$ cat src/common/audio_pkg.sv
package audio_pkg;

    // Channel counts of the mixer
    localparam int N_MICS      = 4;
    localparam int N_OUTS      = 2;
    localparam int N_COEFS     = N_MICS * N_OUTS;
    localparam int SAMPLE_BITS = 16;

    // ck cycles per sck half period
    localparam int SCK_DIV   = 4;
    localparam int SCK_CNT_W = $clog2(SCK_DIV);
    localparam logic [SCK_CNT_W-1:0] SCK_LAST = SCK_CNT_W'(SCK_DIV - 1);

    // Q1.15 scaling and output limits
    localparam int Q_SHIFT = 15;
    localparam int SAT_MAX = 32767;
    localparam int SAT_MIN = -32768;

    typedef logic signed [SAMPLE_BITS-1:0] sample_t;
    typedef logic signed [15:0]            coef_t;
    typedef logic signed [35:0]            acc_t;
    typedef logic [5:0]                    frame_posn_t;
    typedef logic [2:0]                    coef_idx_t;
    typedef logic [1:0]                    mic_sel_t;

    // Last bit position of the 64-bit frame
    localparam frame_posn_t FRAME_LAST = 6'd63;

    typedef enum logic [1:0] {
        idle,
        mac,
        finish
    } mix_state_t;

    // APB register offsets
    localparam logic [7:0] REG_CTRL      = 8'h00;
    localparam logic [7:0] REG_STATUS    = 8'h04;
    localparam logic [7:0] REG_RESULT    = 8'h08;
    localparam logic [7:0] REG_MIC01     = 8'h0C;
    localparam logic [7:0] REG_MIC23     = 8'h10;
    localparam logic [7:0] REG_COEF_BASE = 8'h40;

endpackage

$ cat src/hdl/i2s_clock.sv
`timescale 1ns/1ps

module i2s_clock (
    input  logic                   ck,
    input  logic                   arst_n,
    output logic                   sck,
    output logic                   ws,
    output audio_pkg::frame_posn_t frame_posn,
    output logic                   tx_en,
    output logic                   rx_en,
    output logic                   frame_start
);

    logic [audio_pkg::SCK_CNT_W-1:0] div_cnt;
    logic                            half_tick;

    assign half_tick = (div_cnt == audio_pkg::SCK_LAST);

    // Strobes mark the ck edge on which sck toggles
    assign rx_en = half_tick && !sck;
    assign tx_en = half_tick && sck;

    // Left half of the frame while ws is low
    assign ws = frame_posn[5];

    always_ff @(posedge ck or negedge arst_n) begin
        if (!arst_n) begin
            div_cnt     <= '0;
            sck         <= 1'b0;
            frame_posn  <= '0;
            frame_start <= 1'b0;
        end else begin
            if (half_tick) begin
                div_cnt <= '0;
                sck     <= !sck;
            end else begin
                div_cnt <= div_cnt + 1'b1;
            end
            // Position moves on with each falling sck edge
            if (tx_en) begin
                frame_posn <= frame_posn + 1'b1;
            end
            frame_start <= tx_en && (frame_posn == audio_pkg::FRAME_LAST);
        end
    end

    // Frame start pulse lines up with position 0
    assert property (@(posedge ck) disable iff (!arst_n)
        frame_start |-> (frame_posn == '0));

endmodule

$ cat src/hdl/i2s_rx.sv
`timescale 1ns/1ps

module i2s_rx (
    input  logic                   ck,
    input  logic                   arst_n,
    input  logic                   rx_en,
    input  audio_pkg::frame_posn_t frame_posn,
    input  logic                   sd_in0,
    input  logic                   sd_in1,
    output audio_pkg::sample_t     mic0,
    output audio_pkg::sample_t     mic1,
    output audio_pkg::sample_t     mic2,
    output audio_pkg::sample_t     mic3,
    output logic                   frame_valid
);

    logic [4:0]                       slot_posn;
    logic                             in_word;
    logic                             word_end;
    logic [audio_pkg::SAMPLE_BITS-1:0] shift0;
    logic [audio_pkg::SAMPLE_BITS-1:0] shift1;
    logic [audio_pkg::SAMPLE_BITS-1:0] next0;
    logic [audio_pkg::SAMPLE_BITS-1:0] next1;

    // Position within the current half frame
    assign slot_posn = frame_posn[4:0];
    assign in_word   = (slot_posn != 5'd0) && (slot_posn <= 5'(audio_pkg::SAMPLE_BITS));
    assign word_end  = rx_en && (slot_posn == 5'(audio_pkg::SAMPLE_BITS));

    assign next0 = {shift0[audio_pkg::SAMPLE_BITS-2:0], sd_in0};
    assign next1 = {shift1[audio_pkg::SAMPLE_BITS-2:0], sd_in1};

    always_ff @(posedge ck) begin
        if (rx_en && in_word) begin
            shift0 <= next0;
            shift1 <= next1;
        end
    end

    always_ff @(posedge ck or negedge arst_n) begin
        if (!arst_n) begin
            mic0        <= '0;
            mic1        <= '0;
            mic2        <= '0;
            mic3        <= '0;
            frame_valid <= 1'b0;
        end else begin
            // Last data bit is taken straight from the line
            if (word_end && !frame_posn[5]) begin
                mic0 <= next0;
                mic2 <= next1;
            end
            if (word_end && frame_posn[5]) begin
                mic1 <= next0;
                mic3 <= next1;
            end
            frame_valid <= word_end && frame_posn[5];
        end
    end

endmodule

$ cat src/hdl/i2s_tx.sv
`timescale 1ns/1ps

module i2s_tx (
    input  logic                   ck,
    input  logic                   arst_n,
    input  logic                   tx_en,
    input  audio_pkg::frame_posn_t frame_posn,
    input  audio_pkg::sample_t     out_left,
    input  audio_pkg::sample_t     out_right,
    output logic                   sd
);

    logic [2*audio_pkg::SAMPLE_BITS-1:0] shift_reg;
    logic                                load;
    logic                                shift;

    // Load as the frame wraps to position 0
    assign load = tx_en && (frame_posn == audio_pkg::FRAME_LAST);

    // Positions 0-15 and 32-47 lead into a data bit
    assign shift = tx_en && (frame_posn[4:0] < 5'(audio_pkg::SAMPLE_BITS));

    always_ff @(posedge ck or negedge arst_n) begin
        if (!arst_n) begin
            shift_reg <= '0;
        end else if (load) begin
            shift_reg <= {out_left, out_right};
        end else if (shift) begin
            shift_reg <= {shift_reg[2*audio_pkg::SAMPLE_BITS-2:0], 1'b0};
        end
    end

    always_ff @(posedge ck or negedge arst_n) begin
        if (!arst_n) begin
            sd <= 1'b0;
        end else if (tx_en) begin
            // Unused slots carry zeros
            sd <= shift ? shift_reg[2*audio_pkg::SAMPLE_BITS-1] : 1'b0;
        end
    end

endmodule

$ cat src/mixer/mix_sequencer.sv
`timescale 1ns/1ps

module mix_sequencer (
    input  logic                  ck,
    input  logic                  arst_n,
    input  logic                  enable,
    input  logic                  frame_valid,
    input  audio_pkg::sample_t    mic0,
    input  audio_pkg::sample_t    mic1,
    input  audio_pkg::sample_t    mic2,
    input  audio_pkg::sample_t    mic3,
    output audio_pkg::coef_idx_t  coef_idx,
    input  audio_pkg::coef_t      coef_data,
    output audio_pkg::sample_t    out_left,
    output audio_pkg::sample_t    out_right,
    output logic                  mix_done,
    output logic                  sat_flag
);

    audio_pkg::mix_state_t state;
    audio_pkg::acc_t       acc;
    audio_pkg::acc_t       acc_sum;
    audio_pkg::mic_sel_t   mic_sel;
    audio_pkg::sample_t    mic_cur;
    logic signed [31:0]    product;
    logic [16:0]           sat_res;
    logic                  clip_left;
    logic                  last_left;
    logic                  last_right;

    // Returns {clipped, value} of the scaled sum
    function automatic logic [16:0] saturate(input audio_pkg::acc_t sum);
        audio_pkg::acc_t scaled;
        scaled = sum >>> audio_pkg::Q_SHIFT;
        if (scaled > audio_pkg::SAT_MAX) begin
            return {1'b1, 16'h7fff};
        end else if (scaled < audio_pkg::SAT_MIN) begin
            return {1'b1, 16'h8000};
        end
        return {1'b0, scaled[15:0]};
    endfunction

    assign mic_sel = coef_idx[1:0];

    always_comb begin
        case (mic_sel)
            2'd0:    mic_cur = mic0;
            2'd1:    mic_cur = mic1;
            2'd2:    mic_cur = mic2;
            default: mic_cur = mic3;
        endcase
    end

    assign product = coef_data * mic_cur;
    assign acc_sum = acc + product;
    assign sat_res = saturate(acc_sum);

    assign last_left  = (coef_idx == 3'(audio_pkg::N_MICS - 1));
    assign last_right = (coef_idx == 3'(audio_pkg::N_COEFS - 1));

    // Outputs are already updated in the finish cycle
    assign mix_done = (state == audio_pkg::finish);

    always_ff @(posedge ck or negedge arst_n) begin
        if (!arst_n) begin
            state     <= audio_pkg::idle;
            coef_idx  <= '0;
            acc       <= '0;
            out_left  <= '0;
            out_right <= '0;
            sat_flag  <= 1'b0;
            clip_left <= 1'b0;
        end else begin
            case (state)
                audio_pkg::idle: begin
                    if (frame_valid && enable) begin
                        state    <= audio_pkg::mac;
                        coef_idx <= '0;
                        acc      <= '0;
                    end
                end
                audio_pkg::mac: begin
                    if (last_left) begin
                        // Close output 0 and restart for output 1
                        out_left  <= sat_res[15:0];
                        clip_left <= sat_res[16];
                        acc       <= '0;
                    end else begin
                        acc <= acc_sum;
                    end
                    if (last_right) begin
                        out_right <= sat_res[15:0];
                        sat_flag  <= clip_left || sat_res[16];
                        state     <= audio_pkg::finish;
                    end else begin
                        coef_idx <= coef_idx + 1'b1;
                    end
                end
                audio_pkg::finish: begin
                    state    <= audio_pkg::idle;
                    coef_idx <= '0;
                end
                default: begin
                    state <= audio_pkg::idle;
                end
            endcase
        end
    end

    // A new frame never finds the mixer busy
    assert property (@(posedge ck) disable iff (!arst_n)
        frame_valid |-> (state == audio_pkg::idle));

    assert property (@(posedge ck) disable iff (!arst_n) mix_done |=> !mix_done);

endmodule

$ cat src/hdl/audio_regs.sv
`timescale 1ns/1ps

module audio_regs (
    input  logic                 ck,
    input  logic                 arst_n,
    input  logic                 psel,
    input  logic                 penable,
    input  logic                 pwrite,
    input  logic [7:0]           paddr,
    input  logic [31:0]          pwdata,
    output logic [31:0]          prdata,
    output logic                 pslverr,
    input  logic                 frame_start,
    input  logic                 mix_done,
    input  logic                 sat_flag,
    input  audio_pkg::sample_t   out_left,
    input  audio_pkg::sample_t   out_right,
    input  audio_pkg::sample_t   mic0,
    input  audio_pkg::sample_t   mic1,
    input  audio_pkg::sample_t   mic2,
    input  audio_pkg::sample_t   mic3,
    input  audio_pkg::coef_idx_t coef_idx,
    output audio_pkg::coef_t     coef_data,
    output logic                 enable
);

    audio_pkg::coef_t     coef_bank [2][audio_pkg::N_COEFS];
    audio_pkg::coef_idx_t coef_addr;
    logic                 active_bank;
    logic                 swap_pending;
    logic                 sat_sticky;
    logic [15:0]          mix_count;
    logic                 access;
    logic                 wr_en;
    logic                 hit_ctrl;
    logic                 hit_status;
    logic                 hit_result;
    logic                 hit_mic01;
    logic                 hit_mic23;
    logic                 hit_coef;

    // APB access phase
    assign access = psel && penable;
    assign wr_en  = access && pwrite;

    assign hit_ctrl   = (paddr == audio_pkg::REG_CTRL);
    assign hit_status = (paddr == audio_pkg::REG_STATUS);
    assign hit_result = (paddr == audio_pkg::REG_RESULT);
    assign hit_mic01  = (paddr == audio_pkg::REG_MIC01);
    assign hit_mic23  = (paddr == audio_pkg::REG_MIC23);
    assign hit_coef   = (paddr[7:5] == audio_pkg::REG_COEF_BASE[7:5]) && (paddr[1:0] == 2'b00);

    assign coef_addr = paddr[4:2];

    assign pslverr = access &&
        !(hit_ctrl || hit_status || hit_result || hit_mic01 || hit_mic23 || hit_coef);

    // Mixer always reads the active bank
    assign coef_data = coef_bank[active_bank][coef_idx];

    always_comb begin
        prdata = '0;
        if (hit_ctrl) begin
            prdata = {30'd0, swap_pending, enable};
        end else if (hit_status) begin
            prdata = {mix_count, 13'd0, sat_sticky, swap_pending, active_bank};
        end else if (hit_result) begin
            prdata = {out_right, out_left};
        end else if (hit_mic01) begin
            prdata = {mic1, mic0};
        end else if (hit_mic23) begin
            prdata = {mic3, mic2};
        end else if (hit_coef) begin
            // Host sees only the shadow bank
            prdata = {16'd0, coef_bank[!active_bank][coef_addr]};
        end
    end

    always_ff @(posedge ck or negedge arst_n) begin
        if (!arst_n) begin
            enable       <= 1'b0;
            swap_pending <= 1'b0;
            active_bank  <= 1'b0;
            sat_sticky   <= 1'b0;
            mix_count    <= '0;
            for (int b = 0; b < 2; b++) begin
                for (int i = 0; i < audio_pkg::N_COEFS; i++) begin
                    coef_bank[b][i] <= '0;
                end
            end
        end else begin
            // Bank swap only at a frame boundary
            if (frame_start && swap_pending) begin
                active_bank  <= !active_bank;
                swap_pending <= 1'b0;
            end
            if (wr_en && hit_ctrl) begin
                enable <= pwdata[0];
                if (pwdata[1]) begin
                    swap_pending <= 1'b1;
                end
            end
            if (mix_done) begin
                mix_count <= mix_count + 1'b1;
            end
            // A new clip wins over a clear in the same cycle
            if (wr_en && hit_status && pwdata[2]) begin
                sat_sticky <= 1'b0;
            end
            if (mix_done && sat_flag) begin
                sat_sticky <= 1'b1;
            end
            if (wr_en && hit_coef) begin
                coef_bank[!active_bank][coef_addr] <= pwdata[15:0];
            end
        end
    end

    assert property (@(posedge ck) disable iff (!arst_n)
        !frame_start |=> $stable(active_bank));

endmodule

$ cat src/hdl/audio_engine.sv
`timescale 1ns/1ps

module audio_engine (
    input  logic        ck,
    input  logic        arst_n,
    input  logic        psel,
    input  logic        penable,
    input  logic        pwrite,
    input  logic [7:0]  paddr,
    input  logic [31:0] pwdata,
    output logic [31:0] prdata,
    output logic        pready,
    output logic        pslverr,
    output logic        sck,
    output logic        ws,
    output logic        sd_out,
    input  logic        sd_in0,
    input  logic        sd_in1
);

    audio_pkg::frame_posn_t frame_posn;
    logic                   tx_en;
    logic                   rx_en;
    logic                   frame_start;
    logic                   frame_valid;
    logic                   enable;
    logic                   mix_done;
    logic                   sat_flag;
    audio_pkg::sample_t     mic0;
    audio_pkg::sample_t     mic1;
    audio_pkg::sample_t     mic2;
    audio_pkg::sample_t     mic3;
    audio_pkg::sample_t     out_left;
    audio_pkg::sample_t     out_right;
    audio_pkg::coef_idx_t   coef_idx;
    audio_pkg::coef_t       coef_data;

    // Registers never insert wait states
    assign pready = 1'b1;

    i2s_clock u_clock (
        .ck          (ck),
        .arst_n      (arst_n),
        .sck         (sck),
        .ws          (ws),
        .frame_posn  (frame_posn),
        .tx_en       (tx_en),
        .rx_en       (rx_en),
        .frame_start (frame_start)
    );

    i2s_rx u_rx (
        .ck          (ck),
        .arst_n      (arst_n),
        .rx_en       (rx_en),
        .frame_posn  (frame_posn),
        .sd_in0      (sd_in0),
        .sd_in1      (sd_in1),
        .mic0        (mic0),
        .mic1        (mic1),
        .mic2        (mic2),
        .mic3        (mic3),
        .frame_valid (frame_valid)
    );

    // Results of frame N go out during frame N+1
    i2s_tx u_tx (
        .ck          (ck),
        .arst_n      (arst_n),
        .tx_en       (tx_en),
        .frame_posn  (frame_posn),
        .out_left    (out_left),
        .out_right   (out_right),
        .sd          (sd_out)
    );

    mix_sequencer u_mixer (
        .ck          (ck),
        .arst_n      (arst_n),
        .enable      (enable),
        .frame_valid (frame_valid),
        .mic0        (mic0),
        .mic1        (mic1),
        .mic2        (mic2),
        .mic3        (mic3),
        .coef_idx    (coef_idx),
        .coef_data   (coef_data),
        .out_left    (out_left),
        .out_right   (out_right),
        .mix_done    (mix_done),
        .sat_flag    (sat_flag)
    );

    audio_regs u_regs (
        .ck          (ck),
        .arst_n      (arst_n),
        .psel        (psel),
        .penable     (penable),
        .pwrite      (pwrite),
        .paddr       (paddr),
        .pwdata      (pwdata),
        .prdata      (prdata),
        .pslverr     (pslverr),
        .frame_start (frame_start),
        .mix_done    (mix_done),
        .sat_flag    (sat_flag),
        .out_left    (out_left),
        .out_right   (out_right),
        .mic0        (mic0),
        .mic1        (mic1),
        .mic2        (mic2),
        .mic3        (mic3),
        .coef_idx    (coef_idx),
        .coef_data   (coef_data),
        .enable      (enable)
    );

endmodule

$ cat config.mk
export PLATFORM = sky130hd
export DESIGN_NAME = audio_engine
export DESIGN_NICKNAME = d
export VERILOG_FILES = /design/src/common/audio_pkg.sv /design/src/hdl/i2s_clock.sv /design/src/hdl/i2s_rx.sv /design/src/hdl/i2s_tx.sv /design/src/mixer/mix_sequencer.sv /design/src/hdl/audio_regs.sv /design/src/hdl/audio_engine.sv
export SDC_FILE = /design/constraint.sdc
export NUM_CORES = 2
export LEC_CHECK = 0
export ABC_AREA = 1
export BUFFER_PORTS_ARGS = -buffer_cell sky130_fd_sc_hd__buf_2
export CAP_MARGIN = 20
export CORE_MARGIN = 5
export CORE_UTILIZATION = 48
export DETAILED_ROUTE_END_ITERATION = 8
export PLACE_DENSITY = 0.63
export SLEW_MARGIN = 20
export SYNTH_ARGS = -nofsm -noshare
export SYNTH_HDL_FRONTEND = slang
export SYNTH_SLANG_ARGS = --single-unit
$ cat constraint.sdc
create_clock -name ck -period 8.37 [get_ports ck]
set_input_delay 1.2555 -clock ck [delete_from_list [all_inputs] [get_ports ck]]
set_output_delay 1.2555 -clock ck [all_outputs]
set_load 0.01 [all_outputs]
==> key figures <==
Placement
  • Dpl ws: approximately 0.42 ns
  • Number of port buffers: 66
  • Hpwl dp: 78600 um
  • DP Area: ~37000 sq um
  • RePlAce Congestion: about 0.9

Yosys
  • Syn nets: approximately 4900
  • Syn. warnings: 0
  • Cell taking the most area after synthesis: dfrtp_1
  • Synth cell types: 60
  • EDFF count, synth: 30
  • Mapped Avg Cell Area: between 8 and 9 sq um
  • Ys flop type: dfrtp_1
  • Synth async-reset ratio: around 94%
  • Cells after Synth: approximately 4500
  • Post-Syn Area: about 36000 sq um
  • Sequential area share after synthesis: between 30% and 40%
  • Synth area leaders: dfrtp_1 (32%), fa_1 (17%), nand2_1 (10%), o21ai_0 (7.8%), inv_1 (7.7%)
  • Synth Register Bits: a little under 500
  • Yosys top cell area share: between 30% and 40%

Clock network
  • Clock transition at the registers of the reported paths: 0.06 ns
  • Root buffer cell: clkbuf_16
  • Clock Latency Late Sink: 0.59 ns
  • CTS tree: yes
  • Clk buf depth: 3
  • CTS buffer count: 49
  • H-tree depth: 2
  • Clock sinks: about 490

Layout
  • Post-layout util: around 52%
  • Storage cell area: between 10000 and 15000 sq um
  • Fill cell count: a little over 7000
  • Finished Cell Area: around 39000 sq um
  • Max reg flops: 256
  • Layout area overhead: 8.36%
  • Area occupied by multi-input gates: ~20000 sq um
  • Layout cell share with drive strength beyond 1: under 10%
  • Fin nets: just under 5000

STA
  • Peak Freq: ~130 MHz
  • Fin crit share: roughly 95%
  • RSZ-0062 raised after global routing: false
  • Final Slew Violations: 0
  • Final Critical Period: between 7 and 8 ns
  • Fin Setup TNS: 0 ns
  • Worst Max-Slew Pin Slew: 0.984 ns
  • Worst hold slack: ~0.43 ns
  • Clk_skew: ~0.011 ns
  • Slew headroom: between 30% and 40%
  • Setup ws final: between 0.4 and 0.5 ns
  • Final hold vios: 0
  • Final setup viols: 0

Global route
  • Largest net degree at the start of global routing: roughly 170
  • First-pass GRT wire length: roughly 170000 um
  • Initial antenna violation count: 1
  • Met2 usage: 41.9%
  • M1 GR Usage: 39.0%
  • Vias in the first global route: just under 30000
  • Met3 GRT Util: 4.62%
  • GR Util All Layers: a little over a quarter
  • Most used routing layer: met2
  • Global route overflow: 0

Floorplanning
  • Die W: approximately 280 um
  • I/O pins: 84
  • Initial Util: 48.4%
  • Die area: between 80000 and 90000 sq um
  • Area of the core: ~74000 sq um
  • Die height: 284 um
  • Rows: 100

Routing
  • Final wirelength: 109000 um
  • Initial drt markers: roughly 2900
  • Via density: 5.49
  • DRC: 0
  • WL/cell: ~20 um
  • Antenna viol nets, final: 0
  • Total iterations of the first detailed-routing run: 6
  • Detailed-route via count: between 20000 and 30000

Power and ir drop
  • Lkg Pwr: 19.1 nW
  • VDD IR max: between 0.15 and 0.2 mV
  • Pwr dens: roughly 120 nW/um^2

Worst setup path
  • CP max FO: 96
  • CP Launch Type: register
  • Crit path required time: around 8.8 ns
  • R2r setup slk: around 0.44 ns
  • CP max stage delay: just under 0.6 ns
  • Data arrival time of the critical path: about 8.4 ns
  • Crit-path slowest cell: fa_1
  • Most frequent CP cell: nand2_1
  • Critical path class: reg -> reg
  • Nature of the critical path endpoint: register

Min path
  • Worst Hold Class: reg -> reg

Run
  • Max-cap violations: 0

Outcome
  • Status: completed
-- worst paths after layout --
path / endpoint / from / cells past startpoint
setup / recovery: u_mixer.out_left[0] / u_regs.active_bank / 34
hold / removal: u_clock.div_cnt[0] / u_clock.div_cnt[0] / 1
setup reg to reg: u_mixer.out_left[0] / u_regs.active_bank / 34
hold reg to reg: u_clock.div_cnt[0] / u_clock.div_cnt[0] / 1
max in group asynchronous: u_regs.coef_bank[52] / arst_n / 2
min in group asynchronous: u_regs.coef_bank[190] / arst_n / 1
-- routing by layer --
| metal | vias up | part of all wire (%) |
|---|---|---|
| met4 | 0 | 3.8 |
| met2 | 1062 | 44 |
| met5 | - | 0 |
| met3 | 206 | 7.3 |
| li1 | 14100 | - |
| met1 | 14500 | 45 |
-- kinds of logic after synthesis --
family,after synthesis,share of synthesized area (%)
AND/OR/NAND/NOR,1510,17.1
AO/OA/AOI/OAI,991,15.3
buffers and inverters,991,10.7
flip-flops,489,34.3
adder cells (fa/ha/maj),433,21.6
XOR/XNOR,39,0.947
other,1,0.0104
-- stage by stage --
stage	power, W	cells
after floorplan	0.00249	4454
after global placement	0.00259	5352
after detailed placement	0.00259	5352
after CTS	0.00479	5440
after global routing	0.00490	5441
final	0.00475	5442
-- cells in the final DEF (no fill, tap or decap), types with 30 or more instances in the layout --
| cell type | n |
|---|---|
| a21oi_1 | 225 |
| o221ai_1 | 34 |
| nor2_1 | 255 |
| o22ai_1 | 31 |
| dfrtp_1 | 457 |
| inv_1 | 738 |
| edfxtp_1 | 30 |
| buf_2 | 65 |
| nor3_1 | 30 |
| o21ai_0 | 564 |
| nand2_1 | 988 |
| nand3_1 | 148 |
| clkbuf_16 | 49 |
| ha_1 | 119 |
| fa_1 | 314 |
| buf_4 | 90 |
-- power breakdown --
group / switching (W) / internal, W / total [W] / leakage (nW)
combinational: 0.000120 / 0.0000246 / 0.000145 / 11.7
clock: 0.000960 / 0.00125 / 0.00221 / 0.777
sequential: 0.00000718 / 0.00239 / 0.00240 / 6.63
total: 0.00109 / 0.00366 / 0.00475 / 19.1
-- synthesized netlist by cell type (9+ instances only) --
master	count
a32oi_1	9
nand2_1	991
o211ai_1	29
a21oi_1	225
xnor2_1	10
clkinv_1	11
inv_1	740
nor2_1	258
o22ai_1	34
o21ai_0	564
o221ai_1	34
dfrtp_1	459
a211oi_1	19
fa_1	314
edfxtp_1	30
nor3_1	30
nor2_2	10
nand3_1	150
xor2_1	29
buf_2	46
buf_1	16
nand2_2	25
nand4_1	13
a22o_1	26
clkbuf_1	162
o311ai_0	14
ha_1	119
-- layout make-up --
type	instances	area share [%]
diodes	1	0.00640
clock buffers	69	3.56
clock inverters	19	0.451
inverters	757	7.32
multi-input cells	2974	50.9
flip-flops and latches	489	31.7
well taps	969	3.10
repair buffers	164	2.99
-- critical path, delay by kind of cell (launching register included) --
kind / cells / cell delay [ns]
compound gates: 3 / 0.43
buf+inv: 7 / 1.24
fa+ha+maj: 7 / 3.42
simple gates: 17 / 2.19
flops: 1 / 0.43
-- repair_timing --
action | 4_1_cts | 5_1_grt
endpoints found under the setup margin | 0 | 32
setup buffers | 0 | 1
resized for setup | 0 | 8
hold buffers | 0 | 0
Note: power is estimated with default switching activity, not from simulation.
